### config.mk
export PLATFORM = sky130hd
export DESIGN_NAME = spi_frame_port
export DESIGN_NICKNAME = d
export VERILOG_FILES = /design/src/design/spi_frame_pkg.sv /design/src/design/byte_link_if.sv /design/src/design/spi_frame_port.sv /design/src/design/frame_checker.sv /design/src/design/frame_crc.sv /design/src/design/frame_assembler.sv /design/src/design/spi_byte_engine.sv
export VERILOG_INCLUDE_DIRS = /design/src /design/src/design
export SDC_FILE = /design/constraint.sdc
export NUM_CORES = 1
export LEC_CHECK = 0
export ABC_AREA = 1
export BUFFER_PORTS_ARGS = -buffer_cell sky130_fd_sc_hd__buf_2
export CAP_MARGIN = 20
export CORE_UTILIZATION = 50
export DETAILED_ROUTE_END_ITERATION = 6
export PLACE_DENSITY = 0.83
export SKIP_LAST_GASP = 1
export SLEW_MARGIN = 20
export SYNTH_ARGS = -nofsm -noshare
export SYNTH_HDL_FRONTEND = slang
export SYNTH_HIERARCHICAL = 1
export SYNTH_SLANG_ARGS = --single-unit
### constraint.sdc
create_clock -name clk -period 3.65 [get_ports clk]
set_input_delay 0.73 -clock clk [delete_from_list [all_inputs] [get_ports clk]]
set_output_delay 0.73 -clock clk [all_outputs]
set_load 0.01 [all_outputs]
### src/design/spi_defines.svh
`ifndef SPI_DEFINES_SVH
`define SPI_DEFINES_SVH

// Frame geometry
// Seven payload bytes followed by one CRC byte
`define SPI_FRAME_BYTES 8

// Bits per SPI transfer
`define SPI_BYTE_W 8

// CRC-8 generator x^8 + x^2 + x + 1
// Top bit is implicit, so only the low eight bits are listed
`define SPI_CRC_POLY 8'h07

// Width of the saturating error counters
`define SPI_COUNT_W 8

`endif
### src/design/spi_frame_pkg.sv
`include "spi_defines.svh"

package spi_frame_pkg;

  // One SPI byte
  typedef logic [`SPI_BYTE_W-1:0] byte_t;

  // Whole frame, byte 0 sits in the low bits
  typedef logic [`SPI_FRAME_BYTES*`SPI_BYTE_W-1:0] word_t;

  // Frame without the trailing CRC byte
  typedef logic [(`SPI_FRAME_BYTES-1)*`SPI_BYTE_W-1:0] payload_t;

  // Position of a byte inside the frame
  typedef logic [$clog2(`SPI_FRAME_BYTES)-1:0] byte_idx_t;

  // Saturating error counter
  typedef logic [`SPI_COUNT_W-1:0] count_t;

  // Host handshake FSM
  typedef enum logic [1:0] {IDLE, REQ, RELEASE} checker_state_t;

endpackage

### src/design/byte_link_if.sv
`timescale 1ns/1ps

// Byte level link between the SPI engine and the frame logic
interface byte_link_if;

  // Last received byte, valid while rx_valid is high
  spi_frame_pkg::byte_t rx_byte;
  // One cycle pulse per received byte
  logic                 rx_valid;
  // Chip select asserted, already synchronized
  logic                 frame_active;
  // Byte shifted out on CIPO during the current transfer
  spi_frame_pkg::byte_t tx_byte;

  // SPI side
  modport engine (output rx_byte, rx_valid, frame_active, input tx_byte);

  // Frame assembler, also supplies the reply byte
  modport assembler (input rx_byte, rx_valid, frame_active, output tx_byte);

  // Observers such as the CRC unit
  modport listen (input rx_byte, rx_valid, frame_active);

endinterface

### src/design/spi_frame_port.sv
`timescale 1ns/1ps

// SPI mode 0 command port
// 8-byte frames, LSB byte first, last byte is CRC-8
module spi_frame_port (
  input  logic                    clk,
  input  logic                    resetn,

  // SPI pins
  input  logic                    sck,
  input  logic                    cs_n,
  input  logic                    copi,
  output logic                    cipo,

  // Reply word, must stay stable during a frame
  input  spi_frame_pkg::word_t    reply_data,

  // Host handshake
  output logic                    cmd_req,
  input  logic                    cmd_ack,
  output spi_frame_pkg::payload_t cmd_payload,

  // Status
  output spi_frame_pkg::count_t   crc_err_count,
  output spi_frame_pkg::count_t   overrun_count
);

  // Byte link shared by engine, assembler and CRC
  byte_link_if link ();

  spi_frame_pkg::word_t word;
  logic                 word_done;
  spi_frame_pkg::byte_t crc_residue;

  // Pin level byte transfers
  spi_byte_engine u_engine (
    .clk    (clk),
    .resetn (resetn),
    .sck    (sck),
    .cs_n   (cs_n),
    .copi   (copi),
    .cipo   (cipo),
    .link   (link.engine)
  );

  // Word assembly and reply byte selection
  frame_assembler u_assembler (
    .clk        (clk),
    .resetn     (resetn),
    .link       (link.assembler),
    .reply_data (reply_data),
    .word       (word),
    .word_done  (word_done)
  );

  // Runs alongside the assembler on the same bytes
  frame_crc u_crc (
    .clk         (clk),
    .resetn      (resetn),
    .link        (link.listen),
    .crc_residue (crc_residue)
  );

  // Frame verdict and host side
  frame_checker u_checker (
    .clk           (clk),
    .resetn        (resetn),
    .word_done     (word_done),
    .cmd_ack       (cmd_ack),
    .word          (word),
    .crc_residue   (crc_residue),
    .cmd_req       (cmd_req),
    .cmd_payload   (cmd_payload),
    .crc_err_count (crc_err_count),
    .overrun_count (overrun_count)
  );

endmodule

### src/design/frame_checker.sv
`timescale 1ns/1ps

// Judges completed frames and hands good payloads to the host
// over a four-phase req/ack handshake
module frame_checker (
  input  logic                     clk,
  input  logic                     resetn,
  input  logic                     word_done,
  input  logic                     cmd_ack,
  input  spi_frame_pkg::word_t     word,
  input  spi_frame_pkg::byte_t     crc_residue,
  output logic                     cmd_req,
  output spi_frame_pkg::payload_t  cmd_payload,
  output spi_frame_pkg::count_t    crc_err_count,
  output spi_frame_pkg::count_t    overrun_count
);

  spi_frame_pkg::checker_state_t state;
  spi_frame_pkg::payload_t       payload_q;

  logic crc_ok;
  logic accept;

  assign crc_ok = (crc_residue == '0);
  // Good frame and the host holds nothing
  assign accept = word_done && crc_ok && (state == spi_frame_pkg::IDLE);

  // Handshake FSM
  always_ff @(posedge clk) begin
    if (resetn) begin
      state <= spi_frame_pkg::IDLE;
    end else begin
      case (state)
        spi_frame_pkg::IDLE: begin
          if (accept) begin
            state <= spi_frame_pkg::REQ;
          end
        end
        // Wait for ack high
        spi_frame_pkg::REQ: begin
          if (cmd_ack) begin
            state <= spi_frame_pkg::RELEASE;
          end
        end
        // Req is down, wait for ack low before the next frame
        spi_frame_pkg::RELEASE: begin
          if (!cmd_ack) begin
            state <= spi_frame_pkg::IDLE;
          end
        end
        default: state <= spi_frame_pkg::IDLE;
      endcase
    end
  end

  // Payload holds steady from req rise to the next accept
  // CRC byte in the top of the word is dropped
  always_ff @(posedge clk) begin
    if (accept) begin
      payload_q <= word[$bits(spi_frame_pkg::payload_t)-1:0];
    end
  end

  // Error counters, saturating
  // a bad CRC counts only as a CRC error, even under back-pressure
  always_ff @(posedge clk) begin
    if (resetn) begin
      crc_err_count <= '0;
      overrun_count <= '0;
    end else if (word_done) begin
      if (!crc_ok) begin
        if (crc_err_count != '1) begin
          crc_err_count <= crc_err_count + 1'b1;
        end
      end else if (state != spi_frame_pkg::IDLE) begin
        if (overrun_count != '1) begin
          overrun_count <= overrun_count + 1'b1;
        end
      end
    end
  end

  assign cmd_req     = (state == spi_frame_pkg::REQ);
  assign cmd_payload = payload_q;

endmodule

### src/design/frame_crc.sv
`timescale 1ns/1ps
`include "spi_defines.svh"

// Running CRC-8 over all bytes of the current frame
// Residue is zero after a frame whose last byte is its own CRC
module frame_crc (
  input  logic                 clk,
  input  logic                 resetn,
  byte_link_if.listen          link,
  output spi_frame_pkg::byte_t crc_residue
);

  spi_frame_pkg::byte_t crc_q;

  // Fold one byte into the CRC, MSB first, init 0, no final XOR
  function automatic spi_frame_pkg::byte_t crc8_byte(
    input spi_frame_pkg::byte_t crc,
    input spi_frame_pkg::byte_t data
  );
    spi_frame_pkg::byte_t c;
    int                   i;
    c = crc ^ data;
    for (i = 0; i < `SPI_BYTE_W; i++) begin
      if (c[`SPI_BYTE_W-1]) begin
        c = (c << 1) ^ `SPI_CRC_POLY;
      end else begin
        c = c << 1;
      end
    end
    return c;
  endfunction

  always_ff @(posedge clk) begin
    if (resetn) begin
      crc_q <= '0;
    end else if (!link.frame_active) begin
      // Fresh start for every frame
      crc_q <= '0;
    end else if (link.rx_valid) begin
      // Same cycle as the assembler update, so word_done lines up
      crc_q <= crc8_byte(crc_q, link.rx_byte);
    end
  end

  assign crc_residue = crc_q;

endmodule

### src/design/frame_assembler.sv
`timescale 1ns/1ps
`include "spi_defines.svh"

// Collects the bytes of one frame into a little-endian word
// and feeds the matching reply byte back to the engine
module frame_assembler (
  input  logic                  clk,
  input  logic                  resetn,
  byte_link_if.assembler        link,
  input  spi_frame_pkg::word_t  reply_data,
  output spi_frame_pkg::word_t  word,
  output logic                  word_done
);

  localparam spi_frame_pkg::byte_idx_t LAST_IDX =
    spi_frame_pkg::byte_idx_t'(`SPI_FRAME_BYTES - 1);

  spi_frame_pkg::byte_idx_t byte_idx;
  spi_frame_pkg::word_t     word_q;
  logic                     word_done_q;

  // Byte index, cleared whenever chip select drops
  always_ff @(posedge clk) begin
    if (resetn) begin
      byte_idx    <= '0;
      word_done_q <= 1'b0;
    end else if (!link.frame_active) begin
      byte_idx    <= '0;
      word_done_q <= 1'b0;
    end else begin
      word_done_q <= link.rx_valid && (byte_idx == LAST_IDX);
      if (link.rx_valid) begin
        // Wraps to zero after the CRC byte
        byte_idx <= byte_idx + 1'b1;
      end
    end
  end

  // New bytes enter at the top
  // after eight shifts byte 0 lands in bits 7:0
  always_ff @(posedge clk) begin
    if (link.rx_valid) begin
      word_q <= {link.rx_byte, word_q[$bits(word_q)-1:`SPI_BYTE_W]};
    end
  end

  assign word      = word_q;
  assign word_done = word_done_q;

  // Reply byte k goes out while frame byte k is in flight
  assign link.tx_byte = reply_data[byte_idx*`SPI_BYTE_W +: `SPI_BYTE_W];

endmodule

### src/design/spi_byte_engine.sv
`timescale 1ns/1ps
`include "spi_defines.svh"

// SPI mode 0 peripheral, 8 bit transfers, MSB first
module spi_byte_engine (
  input  logic        clk,
  input  logic        resetn,
  input  logic        sck,
  input  logic        cs_n,
  input  logic        copi,
  output logic        cipo,
  byte_link_if.engine link
);

  localparam int CNT_W = $clog2(`SPI_BYTE_W);

  // Input synchronizers
  // sck_q[2] is only the previous synced value for edge detection
  logic [2:0]           sck_q;
  logic [1:0]           copi_q;
  logic [1:0]           cs_n_q;

  // Bit counters, receive counts up and transmit counts down
  logic [CNT_W-1:0]     rx_cnt;
  logic [CNT_W-1:0]     tx_cnt;

  spi_frame_pkg::byte_t rx_shift;
  logic                 rx_valid_q;

  logic                 sck_rise;
  logic                 sck_fall;
  logic                 cs_active;

  // Edge events in the clk domain
  assign sck_rise  = (sck_q[2:1] == 2'b01);
  assign sck_fall  = (sck_q[2:1] == 2'b10);
  // Chip select is active low
  assign cs_active = ~cs_n_q[1];

  always_ff @(posedge clk) begin
    if (resetn) begin
      sck_q  <= '0;
      copi_q <= '0;
      cs_n_q <= '1;
    end else begin
      sck_q  <= {sck_q[1:0], sck};
      copi_q <= {copi_q[0], copi};
      cs_n_q <= {cs_n_q[0], cs_n};
    end
  end

  always_ff @(posedge clk) begin
    if (resetn) begin
      rx_cnt     <= '0;
      tx_cnt     <= '1;
      rx_valid_q <= 1'b0;
    end else if (!cs_active) begin
      // Idle or interrupted transfer, restart both counts
      rx_cnt     <= '0;
      tx_cnt     <= '1;
      rx_valid_q <= 1'b0;
    end else begin
      // Pulse together with the 8th shifted bit
      rx_valid_q <= sck_rise && (rx_cnt == '1);
      if (sck_rise) begin
        rx_cnt <= rx_cnt + 1'b1;
      end
      // Wraps back to bit 7 after the last falling edge
      if (sck_fall) begin
        tx_cnt <= tx_cnt - 1'b1;
      end
    end
  end

  // Receive shift register, COPI sampled on rising SCK
  always_ff @(posedge clk) begin
    if (cs_active && sck_rise) begin
      rx_shift <= {rx_shift[`SPI_BYTE_W-2:0], copi_q[1]};
    end
  end

  assign link.rx_byte      = rx_shift;
  assign link.rx_valid     = rx_valid_q;
  assign link.frame_active = cs_active;

  // Raw cs_n so bit 7 is on the pin before the first SCK edge
  // Driven low rather than released while deselected
  assign cipo = cs_n ? 1'b0 : link.tx_byte[tx_cnt];

endmodule

==> reports/qor.txt, run 1 <==
# IOs -> 144
DP Worst Slack -> 1.179 ns
Relative slew margins -> 49.73%
Syn Inst Count -> 729
Post-synth cell types -> 35
Worst Clk Skew -> 0.01222 ns
DP HPWL -> 9243 um
Area grow syn2layout -> 20.41%
Die height -> 123.2 um
Overflow left after global routing -> 0
Rows -> 43
Total track usage -> 18.76%
Synth warn -> 6
Gp weighted congestion -> 0.8427
CTS tree -> done
Worst EP arrival -> 2.20 ns
TritonRoute pass-1 iters -> 5
Critical Path Start Type -> register
Starting Density -> 52.07%
WP data required -> 2.92 ns
Horiz. Die Dim -> 123.2 um
# setup viols final -> 0
Global-route wire length before repair -> 21840 um
Status -> finished clean
Max IR drop VDD -> 358.1 uV
H-tree levels -> 4
Most used cell, CP -> nand2_1
Synth Net Count -> 806
Inserted Clock Buffers -> 17
Netlist Area Pre-Place -> 7340 sq um
Final Non-Filler Cells -> 1076
FMAX -> 340.8 MHz
Post-DR wirelength/cell -> 12.19 um
Share of cells above drive strength 1 -> 26.23%
Seq cells post-synth -> 172
CORE AREA -> 14100 sq um
Die ar. -> 15170 sq um
Post_cts resized -> 0
Slew Viols, Final -> 0
Synth Area per Inst -> 10.07 sq um
CP peak stage delay -> 0.61 ns
# clock sinks -> 172
Antenna Nets Post-Route -> 0
Final Hold Fails -> 0
Setup bufs post-CTS -> 0
Max_cap viols -> 0
Crit Path Category -> register to output pin
Final WS setup -> 0.7159 ns
Drt initial violations -> 338
Critical path fanouts, max -> 24
Leak pwr -> 3.960 nW
Largest net degree at the start of global routing -> 59
Reg clk slew, reported paths -> 0.07 ns
Unrepaired setup endpoints after global routing -> false
Root buffer cell -> clkbuf_16
Worst-Margin Slew -> 0.7513 ns
Vias in the first global route -> 4923
DP Cell Count -> 1044
Aggregate negative setup slack -> 0 ns
Slowest CP cell -> dfxtp_1
Final period utilization -> 80.39%
Worst-Skew Late Latency -> 0.42 ns
Input/output buffers -> 143
Minimum clock period -> 2.934 ns
Cells along the critical path -> buf_4, nand2_1, nand3_1, nand2_1, nand2_1, nand2_1, inv_2, nand2_1, nand3_1, nand2_1, nor2_1, nor2_1, buf_2
Power per standard cell area -> 453.8 nW/um^2
Antenna violations before repair -> 0
Crit. End Element -> output pin
Layout Nets -> 960
Residual DRC -> 0
# diodes -> 0
Via density -> 4.822
CTS Hold Bufs -> 0
Vias -> 5188
DRT Wirelength -> 13110 um
Clock buffer depth -> 2
Seq/Total Area, Yosys -> 64.37%
Hold Crit Class -> register to register
metrics by stage:
| stage | hold slack (ns) | cell area [sq um] | utilization [%] | total power (W) |
|---|---|---|---|---|
| after floorplan | 0.3832 | 7340 | - | 0.002172 |
| after global placement | 0.3899 | 8214 | 58.27 | 0.002220 |
| after detailed placement | 0.3900 | 8214 | 58.27 | 0.002221 |
| after CTS | 0.4063 | 8837 | 62.69 | 0.004060 |
| after global routing | 0.4147 | 8837 | 62.69 | 0.004144 |
| final | 0.4023 | 8837 | 62.69 | 0.004011 |
cells in the final DEF, fill, tap and decap left out, drive strengths merged:
cell type  count
nand2        233
xnor2          6
buf          148
nand3b         2
inv          134
ha             7
dfxtp         44
clkbuf        17
o211ai         1
or2            2
clkinv         5
bufinv         2
nand4          3
nor2          51
nor3           3
o21ai         13
a21oi         20
xor2           8
a211oi         2
nand3         65
edfxtp       128
o21bai         1
clkinvlp       1
worst paths after layout:
path	start	to	slack, ns	cells after the start
hold / removal	u_engine/cs_n_q[0]$_SDFF_PP1_	u_engine/cs_n_q[1]$_SDFF_PP1_	0.40	1
hold reg to reg	u_engine/cs_n_q[0]$_SDFF_PP1_	u_engine/cs_n_q[1]$_SDFF_PP1_	0.40	1
setup / recovery	u_assembler/byte_idx[0]$_SDFFE_PP0P_	cipo	0.72	13
setup reg to reg	u_crc/crc_residue[5]$_SDFFE_PP0P_	u_checker/cmd_payload[55]$_DFFE_PP_	1.71	6
where the power goes:
| group | switching, W | internal, W | total [W] |
|---|---|---|---|
| clock network | 0.000787 | 0.00105 | 0.00183 |
| registers | 0.00000190 | 0.00207 | 0.00208 |
| logic | 0.0000526 | 0.0000485 | 0.000101 |
critical path, delay by kind of cell (launching register included):
family,cells,cell delay [ns]
buf+inv,3,0.52
simple gates,10,0.65
flops,1,0.61
state kept, by name, indices dropped and copies added, names as in the netlist, 2 cells and up:
register	flops
u_assembler/byte_idx	3
u_checker/crc_err_count	8
u_assembler/word	64
u_engine/rx_cnt	3
u_engine/cs_n_q	2
u_engine/copi_q	2
u_engine/tx_cnt	3
u_checker/cmd_payload	56
u_engine/sck_q	3
u_checker/overrun_count	8
u_engine/link.rx_byte	8
u_checker/state	2
u_crc/crc_residue	8
per-layer routing:
metal  part of all wire (%)  GRT usage, %  vias up
met5                      0             0        -
met1                     43         22.39     2368
li1                       -             -     2641
met3                    5.3         4.566       22
met4                    2.0         9.337        0
met2                     50         31.63      157
cells by family after synthesis:
| kind of cell | after synthesis | share of synthesized area [%] |
|---|---|---|
| DFF | 172 | 64.37 |
| AOI/OAI and AO/OA | 37 | 3.137 |
| adders and majority gates | 7 | 1.193 |
| and+or+nand+nor | 359 | 21.29 |
| buffers and inverters | 140 | 8.029 |
| xor gates and xnor gates | 14 | 1.978 |
final cells by class:
class / count / area, sq um
Clock buffer: 17 / 425.4
Clock inverter: 15 / 197.7
Fill cell: 1139 / 5259
Inverter: 127 / 481.7
Multi-Input combinational cell: 417 / 2026
Sequential cell: 172 / 4728
Tap cell: 180 / 225.2
Timing Repair Buffer: 148 / 753.2
cells in the mapped netlist, drive strengths merged:
library cell | number | area [sq um]
a21oi | 20 | 130.1
nor3 | 3 | 15.01
xor2 | 8 | 70.07
dfxtp | 44 | 880.8
o21ai | 13 | 65.06
clkbuf | 2 | 7.510
o211ai | 1 | 7.510
nor2 | 51 | 224.0
xnor2 | 6 | 75.08
nand3b | 2 | 15.01
edfxtp | 128 | 3844
nand3 | 65 | 330.3
ha | 7 | 87.58
inv | 127 | 481.7
or2 | 2 | 12.51
o21bai | 1 | 7.510
a211oi | 2 | 20.02
buf | 11 | 100.1
nand2 | 233 | 932.1
nand4 | 3 | 33.78
(Power assumes the default switching activity.)
==> inputs of run 2 (changes only) <==
--- a/config.mk
+++ b/config.mk
@@ -11,7 +11,7 @@
 export CAP_MARGIN = 20
 export CORE_UTILIZATION = 50
 export DETAILED_ROUTE_END_ITERATION = 6
-export PLACE_DENSITY = 0.83
+export PLACE_DENSITY = 0.86
 export SKIP_LAST_GASP = 1
 export SLEW_MARGIN = 20
 export SYNTH_ARGS = -nofsm -noshare
==> constraint.sdc (replaced) <==
create_clock -name clk -period 2.49 [get_ports clk]
set_input_delay 0.498 -clock clk [delete_from_list [all_inputs] [get_ports clk]]
set_output_delay 0.498 -clock clk [all_outputs]
set_load 0.01 [all_outputs]
==> reports/qor.txt, run 2 (synthesis gave the netlist of run 1 again) <==
Status -> finished clean
# diodes -> 0
Die height -> 123.2 um
Max FFs per register -> 64
Area grow syn2layout -> 21.17%
Unrepaired setup endpoints after global routing -> true
Final Hold Fails -> 0
Input/output buffers -> 143
Max IR drop VDD -> 512.5 uV
Leak pwr -> 3.974 nW
Global-route wire length before repair -> 21300 um
TritonRoute pass-1 iters -> 5
Minimum clock period -> 2.357 ns
H-tree levels -> 4
Worst Clk Skew -> 0.009260 ns
Total track usage -> 18.40%
Final period utilization -> 94.66%
Share of cells above drive strength 1 -> 26.42%
Inserted Clock Buffers -> 17
Setup bufs post-CTS -> 0
Crit. End Element -> output pin
Overflow left after global routing -> 0
Total power -> 0.005835 W
Largest net degree at the start of global routing -> 57
Layout Nets -> 961
WP data required -> 1.99 ns
Vias in the first global route -> 4806
Residual DRC -> 0
DP Cell Count -> 1044
# clock sinks -> 172
# setup viols final -> 0
Aggregate negative setup slack -> 0 ns
Commonest non-fill, non-tap cell in the layout -> nand2_1
CORE AREA -> 14100 sq um
Power per standard cell area -> 656.1 nW/um^2
Max_cap viols -> 0
Vias -> 5250
Commonest cells after routing, fill and taps aside -> nand2_1, buf_2, edfxtp_1, inv_1, nand3_1
Slowest CP cell -> dfxtp_4
CP peak stage delay -> 0.38 ns
Antenna Nets Post-Route -> 0
CTS tree -> done
Drt initial violations -> 399
Most used cell, CP -> nand2_1
Hold Crit Class -> input pin to register
Worst-Skew Late Latency -> 0.42 ns
Antenna violations before repair -> 0
Critical Path Start Type -> register
Critical path fanouts, max -> 33
Root buffer cell -> clkbuf_16
Crit Path Category -> register to output pin
Gp weighted congestion -> 0.8195
Reg clk slew, reported paths -> 0.06 ns
Starting Density -> 52.07%
Slew Viols, Final -> 0
DP HPWL -> 9089 um
DRT Wirelength -> 13210 um
Final Non-Filler Cells -> 1077
Via density -> 4.875
Relative slew margins -> 63.73%
Post-DR wirelength/cell -> 12.27 um
Cells along the critical path -> inv_8, nand2_1, nand3_1, nand2_1, nand2_1, nand2_1, inv_2, nand2_1, nand3_1, nand2_1, nor2_1, nor2_1, buf_2
# IOs -> 144
Hold slack -> 0.2853 ns
Rows -> 43
Clock buffer depth -> 2
Die ar. -> 15170 sq um
Horiz. Die Dim -> 123.2 um
Worst-Margin Slew -> 0.5441 ns
FMAX -> 424.3 MHz
Worst EP arrival -> 1.86 ns
==> run 2: timing repair <==
action	CTS	global route
setup endpoints to repair	1	1
pin swaps	0	2
hold buffers	0	0
resized for setup	2	7
cloned	0	1
==> run 2: per-stage QoR <==
stage	worst slack, ns	area [sq um]	util (%)
after global placement	0.3837	8239	58.45
after floorplan	0.2089	7341	-
after detailed placement	0.3741	8239	58.45
after CTS	0.01367	8848	62.77
final	0.1330	8894	63.09
after global routing	-0.03777	8894	63.09
==> run 2: per-layer routing <==
metal | track usage [%] | wire (um) | part of all wire [%] | up-vias
met5 | 0 | 0 | 0 | -
met4 | 8.133 | 237 | 1.8 | 0
met3 | 4.751 | 679 | 5.1 | 20
met2 | 31.01 | 6442 | 49 | 159
met1 | 22.22 | 5853 | 44 | 2421
li1 | - | - | - | 2650
==> run 2: path summary, 6_finish.rpt <==
kind                                                            from                                  end  slack, ns  cells after the start
worst max-delay path            u_assembler/byte_idx[0]$_SDFFE_PP0P_                                 cipo       0.13                     13
worst min-delay path                                             sck         u_engine/sck_q[0]$_SDFF_PP0_       0.29                      3
worst max register to register     u_crc/crc_residue[5]$_SDFFE_PP0P_  u_checker/cmd_payload[16]$_DFFE_PP_       0.88                      6
worst min register to register         u_engine/copi_q[0]$_SDFF_PP0_        u_engine/copi_q[1]$_SDFF_PP0_       0.40                      2
==> run 2: power breakdown <==
group | internal (W) | switching (W)
Clock | 0.00152 | 0.00112
Combinational | 0.0000716 | 0.0000785
Sequential | 0.00304 | 0.00000292
==> run 2: area by class of cell <==
type	instances	area (sq um)
fillers	1136	5202
clock buffers	18	429.2
inverters	127	486.7
clock inverters	14	175.2
flip-flops and latches	172	4736
repair buffers	149	815.8
multi-input cells	417	2026
well taps	180	225.2
==> run 2: critical path, delay by kind of cell (launching register included) <==
| family | cells | cell delay, ns |
|---|---|---|
| buffers and inverters | 3 | 0.34 |
| and+or+nand+nor | 10 | 0.68 |
| DFF | 1 | 0.38 |
